## config.mk

```make
export PLATFORM = sky130hd
export DESIGN_NAME = fat_tree_net
export DESIGN_NICKNAME = d
export VERILOG_FILES = /design/src/hdl/fat_tree_pkg.sv /design/src/hdl/deflection_arbiter.sv /design/src/hdl/fat_tree_net.sv /design/src/hdl/leaf_port.sv /design/src/hdl/tree_switch.sv
export VERILOG_INCLUDE_DIRS = /design/src /design/src/hdl
export SDC_FILE = /design/constraint.sdc
export NUM_CORES = 1
export LEC_CHECK = 0
export BUFFER_PORTS_ARGS = -buffer_cell sky130_fd_sc_hd__buf_4
export CORE_UTILIZATION = 53
export CTS_BUF_LIST = sky130_fd_sc_hd__clkbuf_4
export DETAILED_ROUTE_END_ITERATION = 8
export GPL_TIMING_DRIVEN = 0
export PLACE_DENSITY = 0.81
export SYNTH_ARGS = -nofsm -noshare
export SYNTH_HDL_FRONTEND = slang
export SYNTH_SLANG_ARGS = --single-unit
export TNS_END_PERCENT = 1
```

## constraint.sdc

```tcl
create_clock -name clk -period 1.8 [get_ports clk]
set_input_delay 0.27 -clock clk [delete_from_list [all_inputs] [get_ports clk]]
set_output_delay 0.27 -clock clk [all_outputs]
set_load 0.005 [all_outputs]
```

## src/hdl/fat_tree_consts.svh

```systemverilog
`ifndef FAT_TREE_CONSTS_SVH
`define FAT_TREE_CONSTS_SVH

// network size
`define FT_NUM_LEAVES 4

// destination leaf number
`define FT_ADDR_W 2

// per-packet sequence tag
`define FT_TAG_W 4

// payload carries the source leaf and the tag
`define FT_PAYLOAD_W (`FT_ADDR_W + `FT_TAG_W)

`endif

```

## src/hdl/fat_tree_pkg.sv

```systemverilog
`default_nettype none

`include "fat_tree_consts.svh"

package fat_tree_pkg;

	typedef logic [`FT_ADDR_W-1:0] leaf_addr_t;

	typedef struct packed {
		leaf_addr_t src;
		logic [`FT_TAG_W-1:0] tag;
	} payload_t;

	// all zero is the empty slot
	typedef struct packed {
		logic valid;
		leaf_addr_t dest;
		payload_t payload;
	} packet_t;

	// wanted direction of an input, or source input of an output
	typedef enum logic [1:0] {
		dir_void = 2'b00,
		dir_left = 2'b01,
		dir_right = 2'b10,
		dir_up = 2'b11
	} dir_t;

	// node_addr holds the node prefix in its low level bits
	function automatic dir_t route_direction(packet_t pkt, int unsigned level,
		leaf_addr_t node_addr);
		logic match;
		match = 1'b1;
		if (!pkt.valid)
			return dir_void;
		for (int i = 0; i < `FT_ADDR_W; i++) begin
			if (i < level && pkt.dest[`FT_ADDR_W-1-i] != node_addr[level-1-i])
				match = 1'b0;
		end
		if (!match)
			return dir_up;
		// next address bit below the prefix picks the child
		return pkt.dest[`FT_ADDR_W-1-level] ? dir_right : dir_left;
	endfunction

endpackage

`default_nettype wire

```

## src/hdl/deflection_arbiter.sv

```systemverilog
`timescale 1ns/1ns
`default_nettype none

module deflection_arbiter #(
	parameter int level = 1
) (
	input fat_tree_pkg::dir_t d_l_i,
	input fat_tree_pkg::dir_t d_r_i,
	input fat_tree_pkg::dir_t d_u_i,
	output fat_tree_pkg::dir_t sel_l_o,
	output fat_tree_pkg::dir_t sel_r_o,
	output fat_tree_pkg::dir_t sel_u_o
);

	if (level == 0) begin : g_root
		// root has no uplink and only left and right children
		always_comb begin
			sel_l_o = fat_tree_pkg::dir_void;
			sel_r_o = fat_tree_pkg::dir_void;
			sel_u_o = fat_tree_pkg::dir_void;
			if (d_l_i == fat_tree_pkg::dir_left)
				sel_l_o = fat_tree_pkg::dir_left;
			if (d_r_i == fat_tree_pkg::dir_right)
				sel_r_o = fat_tree_pkg::dir_right;
			// crossing packets or deflection when both want one side
			if (d_r_i == fat_tree_pkg::dir_left) begin
				if (sel_l_o == fat_tree_pkg::dir_void)
					sel_l_o = fat_tree_pkg::dir_right;
				else
					sel_r_o = fat_tree_pkg::dir_right;
			end
			if (d_l_i == fat_tree_pkg::dir_right) begin
				if (sel_r_o == fat_tree_pkg::dir_void)
					sel_r_o = fat_tree_pkg::dir_left;
				else
					sel_l_o = fat_tree_pkg::dir_left;
			end
		end
	end else begin : g_node
		always_comb begin
			sel_l_o = fat_tree_pkg::dir_void;
			sel_r_o = fat_tree_pkg::dir_void;
			sel_u_o = fat_tree_pkg::dir_void;

			// turnbacks first
			if (d_l_i == fat_tree_pkg::dir_left)
				sel_l_o = fat_tree_pkg::dir_left;
			if (d_r_i == fat_tree_pkg::dir_right)
				sel_r_o = fat_tree_pkg::dir_right;
			if (d_u_i == fat_tree_pkg::dir_up)
				sel_u_o = fat_tree_pkg::dir_up;

			// downlink goes back up if a turnback holds its bus
			if (d_u_i == fat_tree_pkg::dir_left) begin
				if (sel_l_o == fat_tree_pkg::dir_void)
					sel_l_o = fat_tree_pkg::dir_up;
				else
					sel_u_o = fat_tree_pkg::dir_up;
			end else if (d_u_i == fat_tree_pkg::dir_right) begin
				if (sel_r_o == fat_tree_pkg::dir_void)
					sel_r_o = fat_tree_pkg::dir_up;
				else
					sel_u_o = fat_tree_pkg::dir_up;
			end

			// left input wanting the side link or the uplink
			if (d_l_i == fat_tree_pkg::dir_right) begin
				if (sel_r_o == fat_tree_pkg::dir_void)
					sel_r_o = fat_tree_pkg::dir_left;
				else if (sel_l_o == fat_tree_pkg::dir_void)
					sel_l_o = fat_tree_pkg::dir_left;
				else
					sel_u_o = fat_tree_pkg::dir_left;
			end else if (d_l_i == fat_tree_pkg::dir_up) begin
				if (sel_u_o == fat_tree_pkg::dir_void)
					sel_u_o = fat_tree_pkg::dir_left;
				else if (sel_l_o == fat_tree_pkg::dir_void)
					sel_l_o = fat_tree_pkg::dir_left;
				else
					sel_r_o = fat_tree_pkg::dir_left;
			end

			// right input last since at most two buses are taken by now
			if (d_r_i == fat_tree_pkg::dir_left) begin
				if (sel_l_o == fat_tree_pkg::dir_void)
					sel_l_o = fat_tree_pkg::dir_right;
				else if (sel_r_o == fat_tree_pkg::dir_void)
					sel_r_o = fat_tree_pkg::dir_right;
				else
					sel_u_o = fat_tree_pkg::dir_right;
			end else if (d_r_i == fat_tree_pkg::dir_up) begin
				if (sel_u_o == fat_tree_pkg::dir_void)
					sel_u_o = fat_tree_pkg::dir_right;
				else if (sel_r_o == fat_tree_pkg::dir_void)
					sel_r_o = fat_tree_pkg::dir_right;
				else
					sel_l_o = fat_tree_pkg::dir_right;
			end
		end
	end

endmodule

`default_nettype wire

```

## src/hdl/fat_tree_net.sv

```systemverilog
`timescale 1ns/1ns
`default_nettype none

`include "fat_tree_consts.svh"

module fat_tree_net (
	input wire clk,
	input wire reset,
	input fat_tree_pkg::packet_t inject_i [`FT_NUM_LEAVES],
	output fat_tree_pkg::packet_t eject_o [`FT_NUM_LEAVES],
	output logic [`FT_NUM_LEAVES-1:0] resend_o
);

	// root links indexed by child switch
	fat_tree_pkg::packet_t root_in [2];
	fat_tree_pkg::packet_t root_out [2];

	// level one links with ports left, right and up
	fat_tree_pkg::packet_t sw_in [2][3];
	fat_tree_pkg::packet_t sw_out [2][3];

	tree_switch #(
		.level(0),
		.node_addr(1'b0)
	) u_root (
		.clk(clk),
		.reset(reset),
		.in_i(root_in),
		.out_o(root_out)
	);

	for (genvar s = 0; s < 2; s++) begin : g_node
		assign sw_in[s][2] = root_out[s];
		assign root_in[s] = sw_out[s][2];

		tree_switch #(
			.level(1),
			.node_addr(1'(s))
		) u_switch (
			.clk(clk),
			.reset(reset),
			.in_i(sw_in[s]),
			.out_o(sw_out[s])
		);

		for (genvar k = 0; k < 2; k++) begin : g_leaf
			leaf_port #(
				.leaf_addr(fat_tree_pkg::leaf_addr_t'(2 * s + k))
			) u_leaf (
				.clk(clk),
				.reset(reset),
				.bus_i(sw_out[s][k]),
				.bus_o(sw_in[s][k]),
				.inject_i(inject_i[2 * s + k]),
				.eject_o(eject_o[2 * s + k]),
				.resend_o(resend_o[2 * s + k])
			);
		end
	end

endmodule

`default_nettype wire

```

## src/hdl/leaf_port.sv

```systemverilog
`timescale 1ns/1ns
`default_nettype none

module leaf_port #(
	parameter fat_tree_pkg::leaf_addr_t leaf_addr = '0
) (
	input wire clk,
	input wire reset,
	input fat_tree_pkg::packet_t bus_i,
	output fat_tree_pkg::packet_t bus_o,
	input fat_tree_pkg::packet_t inject_i,
	output fat_tree_pkg::packet_t eject_o,
	output logic resend_o
);

	logic accept;
	logic bounce;

	assign accept = bus_i.valid && (bus_i.dest == leaf_addr);

	// a passing packet for another leaf takes the uplink slot
	assign bounce = bus_i.valid && !accept;
	assign resend_o = bounce;

	always_ff @(posedge clk) begin
		if (reset) begin
			eject_o <= '0;
			bus_o <= '0;
		end else begin
			eject_o <= accept ? bus_i : '0;
			if (bounce)
				bus_o <= bus_i;
			else
				bus_o <= inject_i;
		end
	end

endmodule

`default_nettype wire

```

## src/hdl/tree_switch.sv

```systemverilog
`timescale 1ns/1ns
`default_nettype none

module tree_switch #(
	parameter int level = 1,
	parameter logic node_addr = 1'b0,
	localparam int n_ports = (level == 0) ? 2 : 3
) (
	input wire clk,
	input wire reset,
	input fat_tree_pkg::packet_t in_i [n_ports],
	output fat_tree_pkg::packet_t out_o [n_ports]
);

	// port order is left, right, up
	fat_tree_pkg::packet_t in_pad [3];
	fat_tree_pkg::dir_t dir [3];
	fat_tree_pkg::dir_t sel [3];

	for (genvar p = 0; p < 3; p++) begin : g_port
		if (p < n_ports) begin : g_used
			assign in_pad[p] = in_i[p];
		end else begin : g_unused
			// root has no uplink
			assign in_pad[p] = '0;
		end
		assign dir[p] = fat_tree_pkg::route_direction(in_pad[p], level,
			fat_tree_pkg::leaf_addr_t'(node_addr));
	end

	deflection_arbiter #(
		.level(level)
	) u_arb (
		.d_l_i(dir[0]),
		.d_r_i(dir[1]),
		.d_u_i(dir[2]),
		.sel_l_o(sel[0]),
		.sel_r_o(sel[1]),
		.sel_u_o(sel[2])
	);

	// one register stage per hop
	always_ff @(posedge clk) begin
		if (reset) begin
			for (int p = 0; p < n_ports; p++)
				out_o[p] <= '0;
		end else begin
			for (int p = 0; p < n_ports; p++) begin
				case (sel[p])
					fat_tree_pkg::dir_left:
						out_o[p] <= in_pad[0];
					fat_tree_pkg::dir_right:
						out_o[p] <= in_pad[1];
					fat_tree_pkg::dir_up:
						out_o[p] <= in_pad[2];
					default:
						out_o[p] <= '0;
				endcase
			end
		end
	end

endmodule

`default_nettype wire

```

==> results.sh, run 1 <==
export IMPL_power_mw=5.767
export IMPL_dp_cells=786
export IMPL_yosysTopAreaCell="dfxtp_1"
export IMPL_ys_types=70
export IMPL_cts_sink_count=144
export IMPL_dr_pass1_iters=7
export IMPL_drc=0
export IMPL_yosys_area_share_simple_pct=20.99
export IMPL_slew_viol_final=0
export IMPL_clock_latency_ns=0.54
export IMPL_routed_wl_um=15660
export IMPL_diodes=0
export IMPL_synthArstFlopShare_pct=0
export IMPL_ys_warn_count=0
export IMPL_wl_per_cell_um=17.98
export IMPL_die_h_um=103.7
export IMPL_synth_fa_ha_area_share_pct=0.4567
export IMPL_setup_violations_final=25
export IMPL_drt_initial_drc_count=504
export IMPL_area_growth_pct=33.98
export IMPL_grt_pass1_wl_um=24940
export IMPL_instances_no_fill=871
export IMPL_cts_tree="built"
export IMPL_h_tree_depth=4
export IMPL_setup_worst_path_class="flip-flop to flip-flop"
export IMPL_synthTopCellsByArea="dfxtp_1, nor2_1, nand2_1"
export IMPL_synth_top_family_by_area="compound AO/OA/AOI/OAI gates"
export IMPL_io_pins=78
export IMPL_clockRootBuffer="clkbuf_4"
export IMPL_grt_max_degree=17
export IMPL_synth_compound_area_share_pct=21.08
export IMPL_finalHoldViolations=0
export IMPL_n_fill_cell=702
export IMPL_hold_ws_ns=0.07566
export IMPL_fmax_mhz=526.5
export IMPL_synth_xor_area_share_pct=0
export IMPL_drive_above_1_share_pct=30.89
export IMPL_tns_ns=-1.593
export IMPL_ys_seq_area_share_pct=52.61
export IMPL_cp_required_ns=2.22
export IMPL_hp_class="input port to flip-flop"
export IMPL_synthMuxAreaShare_pct=1.096
export IMPL_status="finished with violations"
export IMPL_grt_use_total_pct=29.73
export IMPL_clk_path_buf_depth=2
export IMPL_worstMarginPinSlew_ns=0.9622
export IMPL_mostFrequentLayoutCells="dfxtp_1, buf_4, nor2_1, nand2_1, a21oi_1"
export IMPL_finClkSkew_ns=0.02052
export IMPL_gp_congestion=0.9005
export IMPL_cp_start_kind="flip-flop"
export IMPL_cts_clk_slew_worst_paths_ns=0.13
export IMPL_synth_edf_count=0
export IMPL_core_mm2=0.009910
export IMPL_syn_cell_area_mm2=0.005479
export IMPL_rows=36
export IMPL_grt_pass1_vias=4947
export IMPL_num_vias=4986
export IMPL_die_w_um=103.7
export IMPL_fin_nets=766
export IMPL_layout_commonest_cell="dfxtp_1"
export IMPL_cts_buffers=17
export IMPL_maxSlewHeadroom_pct=34.95
export IMPL_drv_cap=0
export IMPL_start_util_pct=55.29
export IMPL_synth_seq_cells=144
export IMPL_die_area_mm2=0.01075
export IMPL_layout_min_cycle_time_ns=1.899
export IMPL_power_leakage_nw=2.893
export IMPL_synth_top_cell_area_share_pct=52.61
export IMPL_ant_nets=0
export IMPL_grt_overflow_total=0
export IMPL_avgSynthCellArea_um2=9.545
export IMPL_synthCells=574
export IMPL_dp_hpwl_um=10100
export IMPL_synth_ff_type="dfxtp_1"
export IMPL_crit_fanout=7
export IMPL_power_density_mw_per_mm2=785.7
export IMPL_port_buffers=76
export IMPL_worstPathArrival_ns=2.32
export IMPL_rsz0062_at_grt="true"
export IMPL_period_share_pct=105.5
export IMPL_antenna_found_initial=0
export IMPL_violations="setup timing"
export IMPL_routed_via_density=5.724
export IMPL_fin_ws_ns=-0.09936
export IMPL_worstSetupEndpointType="flip-flop"
export IMPL_peakVddDrop_mv=0.4548
==> cell type report <==
class	instances	area, um2	area share [%]
sequential	144	2932	39.94
clock inverter	14	118.9	1.619
inverter	16	77.57	1.057
buffer	20	131.4	1.790
timing repair buffer	134	1110	15.12
clock buffer	17	127.6	1.739
multi-input combinational	393	2678	36.48
tap	133	166.4	2.267
==> worst max-delay path, stage by stage (launching register included) <==
cell and delay [ns]:
dfxtp_4 0.38, and3_4 0.18, buf_6 0.13, o21a_4 0.21
a311oi_4 0.36, nor2_4 0.12, a222oi_1 0.31, nor2_1 0.07
==> per-layer routing <==
metal	global-route usage [%]	wire, um	vias to the layer above
li1	-	-	2349
met2	49.95	7606	247
met4	14.39	492	0
met1	36.93	6411	2352
met5	0	0	-
met3	5.286	1148	38
==> where the power goes <==
group          internal [mW]  total [mW]  switching, mW
sequential              3.26        3.35         0.0900
combinational          0.280       0.579          0.299
clock                  0.669        1.84           1.17
total                   4.21        5.77           1.56
==> kinds of logic after synthesis <==
| logic type | Yosys count |
|---|---|
| buf+inv | 40 |
| other cells | 1 |
| mux | 6 |
| flops | 144 |
| simple gates | 241 |
| fa+ha+maj | 2 |
| compound gates | 140 |
==> worst paths after layout <==
| kind | start | endpoint | slack (ns) | cells after the start |
|---|---|---|---|---|
| setup reg to reg | g_node[1].g_leaf[1].u_leaf.bus_o[8]$_SDFF_PP0_ | g_node[1].u_switch.out_o[23]$_SDFF_PP0_ | -0.1 | 7 |
| setup / recovery | g_node[1].g_leaf[1].u_leaf.bus_o[8]$_SDFF_PP0_ | g_node[1].u_switch.out_o[23]$_SDFF_PP0_ | -0.1 | 7 |
| hold / removal | inject_i[7] | g_node[1].g_leaf[1].u_leaf.bus_o[7]$_SDFF_PP0_ | 0.08 | 3 |
| hold reg to reg | g_node[0].u_switch.out_o[12]$_SDFF_PP0_ | g_node[0].g_leaf[1].u_leaf.bus_o[3]$_SDFF_PP0_ | 0.45 | 2 |
==> state kept, by name, indices dropped and copies added (netlist names) <==
signal,flops
g_node.g_leaf.u_leaf.eject_o,36
g_node.g_leaf.u_leaf.bus_o,36
u_root.out_o,18
g_node.u_switch.out_o,54
==> metrics by stage <==
stage	worst slack, ns	utilization, %	cell area, um2
floorplan	0.01716	-	5490
global placement	-0.3979	62.84	6227
detailed placement	-0.4027	62.84	6227
CTS	-0.06627	73.33	7267
global route	-0.1814	74.08	7341
finish	-0.09936	74.08	7341
==> cells in the mapped netlist, drive strengths merged, types with 2 or more instances <==
| cell | instances |
|---|---|
| clkbuf | 13 |
| ha | 2 |
| buf | 11 |
| o21a | 2 |
| o22ai | 6 |
| nor2b | 3 |
| nor2 | 90 |
| a22oi | 19 |
| a211oi | 7 |
| and3b | 3 |
| mux2i | 6 |
| a21oi | 43 |
| nand2 | 76 |
| a222oi | 25 |
| a2111oi | 6 |
| nor3 | 3 |
| a32oi | 3 |
| inv | 12 |
| and2 | 28 |
| nand3 | 5 |
| nand3b | 4 |
| o21ai | 10 |
| nor4b | 3 |
| a31o | 3 |
| dfxtp | 144 |
| and3 | 2 |
| clkinv | 4 |
| nor3b | 9 |
| nand2b | 8 |
==> timing repair <==
| item | in CTS | in global routing |
|---|---|---|
| buffers inserted | 23 | 0 |
| gates resized for setup | 75 | 23 |
| hold endpoints to repair | 35 | 0 |
| hold buffers | 35 | 0 |
| endpoints found under the setup margin | 56 | 60 |
| pin swaps | 23 | 10 |
(Power assumes the default switching activity.)
==> run 2, diff against run 1 <==
- ABC_AREA: default -> 1
- GPL_ROUTABILITY_DRIVEN: default -> 0
==> run 2 against run 1 <==
The run still ends with setup timing left. Die area up 0.87%. Final area down 0.32%. Non-clock buffer count down 14. Combinational power up 14%. Via count up 13%. Hold slack worse by 0.071 ns. Clock skew down 0.0086 ns. First-iteration DRC count up 53%. Synthesized area up 0.89%. Critical endpoint is now g_node[1].u_switch.out_o[14]$_SDFF_PP0_. Global-route usage down 1.3 points. Sequential cell count unchanged.
==> results.sh, run 2 <==
export IMPL_maxSlewHeadroom_pct=53.72
export IMPL_grt_pass1_vias=4887
export IMPL_layout_min_cycle_time_ns=1.842
export IMPL_ant_nets=0
export IMPL_ys_seq_area_share_pct=52.15
export IMPL_finalCoreUtilization_pct=73.50
export IMPL_drv_cap=0
export IMPL_seqPwrFrac_pct=54.5
export IMPL_min_path_cells=3
export IMPL_num_vias=5647
export IMPL_clock_latency_ns=0.54
export IMPL_cts_tree="built"
export IMPL_slew_viol_final=0
export IMPL_grt_max_degree=18
export IMPL_core_mm2=0.009955
export IMPL_setup_violations_final=11
export IMPL_hp_class="input port to flip-flop"
export IMPL_synth_ff_type="dfxtp_1"
export IMPL_synthTopCellsByArea="dfxtp_1, nand2_1, inv_1"
export IMPL_synth_most_common_cell="nand2_1"
export IMPL_mostFrequentLayoutCells="nand2_1, dfxtp_1, buf_4, inv_1, nor2_1"
export IMPL_dr_pass1_iters=9
export IMPL_crit_fanout=6
export IMPL_routed_via_density=5.558
export IMPL_drt_initial_drc_count=769
export IMPL_h_tree_depth=4
export IMPL_r2r_cells=9
export IMPL_yosys_area_share_simple_pct=23.95
export IMPL_synth_fa_ha_area_share_pct=0.4527
export IMPL_synthArstFlopShare_pct=0
export IMPL_largest_register_ffs=54
export IMPL_synth_compound_area_share_pct=13.63
export IMPL_dp_cells=941
export IMPL_synthMuxAreaShare_pct=0
export IMPL_finalHoldViolations=0
export IMPL_n_fill_cell=687
export IMPL_status="finished with violations"
export IMPL_worstMarginPinSlew_ns=0.6942
export IMPL_critPathSlowestCell="dfxtp_1"
export IMPL_wl_per_cell_um=16.21
export IMPL_switching_power_mw=1.610
export IMPL_cts_clk_slew_worst_paths_ns=0.12
export IMPL_grt_use_total_pct=28.43
export IMPL_top_regs="g_node.u_switch.out_o: 54 flops, g_node.g_leaf.u_leaf.bus_o: 36 flops, g_node.g_leaf.u_leaf.eject_o: 36 flops"
export IMPL_worstReg2RegStart="g_node[1].g_leaf[0].u_leaf.bus_o[8]$_SDFF_PP0_"
export IMPL_die_h_um=104.1
export IMPL_start_util_pct=55.53
export IMPL_p_clk_share_pct=35.0
export IMPL_instances_no_fill=1016
export IMPL_setup_worst_path_start="g_node[1].g_leaf[0].u_leaf.bus_o[8]$_SDFF_PP0_"
export IMPL_crit_path_max_incr_delay_ns=0.42
export IMPL_fin_nets=910
export IMPL_cts_buffers=17
export IMPL_worstPathArrival_ns=2.32
export IMPL_cp_start_kind="flip-flop"
export IMPL_cts_sink_count=144
export IMPL_drc=0
export IMPL_violations="setup timing"
export IMPL_port_buffers=76
export IMPL_layout_commonest_cell="nand2_1"
export IMPL_cp_required_ns=2.28
export IMPL_clk_path_buf_depth=2
export IMPL_rsz0062_at_grt="true"
export IMPL_syn_cell_area_mm2=0.005528
export IMPL_fmax_mhz=542.9
export IMPL_final_cell_area_mm2=0.007317
export IMPL_combPwrFrac_pct=10.5
export IMPL_dp_hpwl_um=10340
export IMPL_io_pins=78
export IMPL_synthCells=729
export IMPL_fin_ws_ns=-0.04206
export IMPL_area_growth_pct=32.37
export IMPL_routed_wl_um=16470
export IMPL_regToRegEndpoint="g_node[1].u_switch.out_o[14]$_SDFF_PP0_"
export IMPL_power_leakage_nw=3.116
export IMPL_worstSetupEndpointType="flip-flop"
export IMPL_antenna_found_initial=0
export IMPL_die_area_mm2=0.01084
export IMPL_holdPathEnd="g_node[1].g_leaf[1].u_leaf.bus_o[3]$_SDFF_PP0_"
export IMPL_diodes=0
export IMPL_ys_warn_count=0
export IMPL_path_cells="nand3_2 -> nand2_2 -> nand3_4 -> o21ai_4 -> nand2_2 -> o21ai_4 -> buf_6 -> nand3_1 -> a21oi_1"
export IMPL_switching_share_pct=25.73
export IMPL_avgSynthCellArea_um2=7.583
export IMPL_power_density_mw_per_mm2=854.9
export IMPL_worstHoldStart="inject_i[3]"
export IMPL_die_w_um=104.1
export IMPL_drive_above_1_share_pct=25.82
export IMPL_grt_pass1_wl_um=23900
export IMPL_tns_ns=-0.1355
export IMPL_synth_edf_count=0
export IMPL_period_share_pct=102.3
export IMPL_yosysTopAreaCell="dfxtp_1"
export IMPL_peakVddDrop_mv=0.4441
export IMPL_top_register="g_node.u_switch.out_o"
export IMPL_internal_power_mw=4.646
export IMPL_rows=36
export IMPL_setup_worst_path_class="flip-flop to flip-flop"
export IMPL_synth_seq_cells=144
export IMPL_synth_top_family_by_area="simple AND/OR/NAND/NOR gates"
export IMPL_synth_xor_area_share_pct=0
export IMPL_grt_overflow_total=0
export IMPL_synthTopCellsByCount="nand2_1, dfxtp_1, inv_1, nand3_1, nor2_1"
export IMPL_ys_types=31
export IMPL_dpl_cell_area_mm2=0.006276
export IMPL_pre_cts_ws_ns=-0.2666
export IMPL_rrSetupSlack_ns=-0.04
export IMPL_finClkSkew_ns=0.01192
export IMPL_synth_top_cell_area_share_pct=52.15
export IMPL_clockRootBuffer="clkbuf_4"
==> run 2: cell count changes in the layout (fill, tap and decap cells not counted), sizes merged, moves of 8 or more <==
cell,change
a22oi,-12
a21oi,+18
dlygate4sd3,-17
a31oi,+12
nor2,-21
nand3,+68
and2,-28
nand2b,-8
nand2,+85
o21ai,+24
nor3b,-9
inv,+98
a222oi,-25
==> run 2: worst max-delay path by stage <==
stage	endpoint	slack (ns)
final	g_node[1].u_switch.out_o[14]$_SDFF_PP0_	-0.04
after global routing	g_node[1].u_switch.out_o[15]$_SDFF_PP0_	-0.14
after CTS	resend_o[2]	-0.13
after detailed placement	g_node[0].u_switch.out_o[7]$_SDFF_PP0_	-0.27
after global placement	g_node[0].u_switch.out_o[7]$_SDFF_PP0_	-0.22
after floorplan	g_node[1].u_switch.out_o[1]$_SDFF_PP0_	0.24
==> run 2: logic make-up (layout without fill, tap and decap cells) <==
| group | after synthesis | count (layout) |
|---|---|---|
| other | 1 | 4 |
| buffers and inverters | 139 | 289 |
| AND/OR/NAND/NOR | 311 | 312 |
| adder cells (fa/ha/maj) | 2 | 2 |
| AO/OA/AOI/OAI | 132 | 132 |
| flip-flops | 144 | 144 |
==> run 2: timing repair <==
action | 4_1_cts | 5_1_grt
buffers inserted | 1 | 24
pin swaps | 1 | 17
hold buffers | 16 | 2
hold endpoints to repair | 16 | 2
gates resized for setup | 31 | 81
gates cloned | 0 | 2
endpoints found under the setup margin | 52 | 75
==> run 2: per-layer routing <==
metal | wire [um] | global-route usage [%] | vias up | part of all wire (%)
met5 | 0 | 0 | - | 0
met4 | 690 | 12.35 | 0 | 4.2
met3 | 1839 | 7.456 | 91 | 11
li1 | - | - | 2616 | -
met2 | 7354 | 42.38 | 389 | 45
met1 | 6582 | 38.81 | 2551 | 40
==> run 2: cell type report <==
class                           instances  area, um2  share of cell area [%]
Clock inverter                         14      171.4                   2.343
Tap cell                              133      166.4                   2.274
Clock buffer                           18      135.1                   1.847
Timing Repair Buffer                  119      942.2                   12.88
Inverter                              116      449.2                   6.139
Sequential cell                       144       2918                   39.88
Buffer                                 21      122.6                   1.676
Multi-Input combinational cell        450       2407                   32.90
Timing Repair inverter                  1      5.005                 0.06840
==> run 2: power groups by stage <==
stage	clock (mW)	combinational (mW)	sequential, mW
3_5_place_dp	0	0.502	3.46
4_1_cts	2.20	0.553	3.39
6_report	2.19	0.659	3.41
5_1_grt	2.37	0.713	3.41
3_3_place_gp	0	0.482	3.46
2_1_floorplan	0	0.323	3.42
==> run 2: per-stage QoR <==
stage	power, mW	hold WS, ns
after global placement	3.941	0.4212
after detailed placement	3.960	0.4266
after global routing	6.493	-0.0002621
after floorplan	3.744	0.3907
after CTS	6.143	0.002216
final	6.255	0.005155
==> run 2: critical path: cells and delay by family, from the launching register on <==
kind	cells	cell delay [ns]
compound gates	3	0.64
buf+inv	1	0.16
flops	1	0.42
simple gates	5	0.54
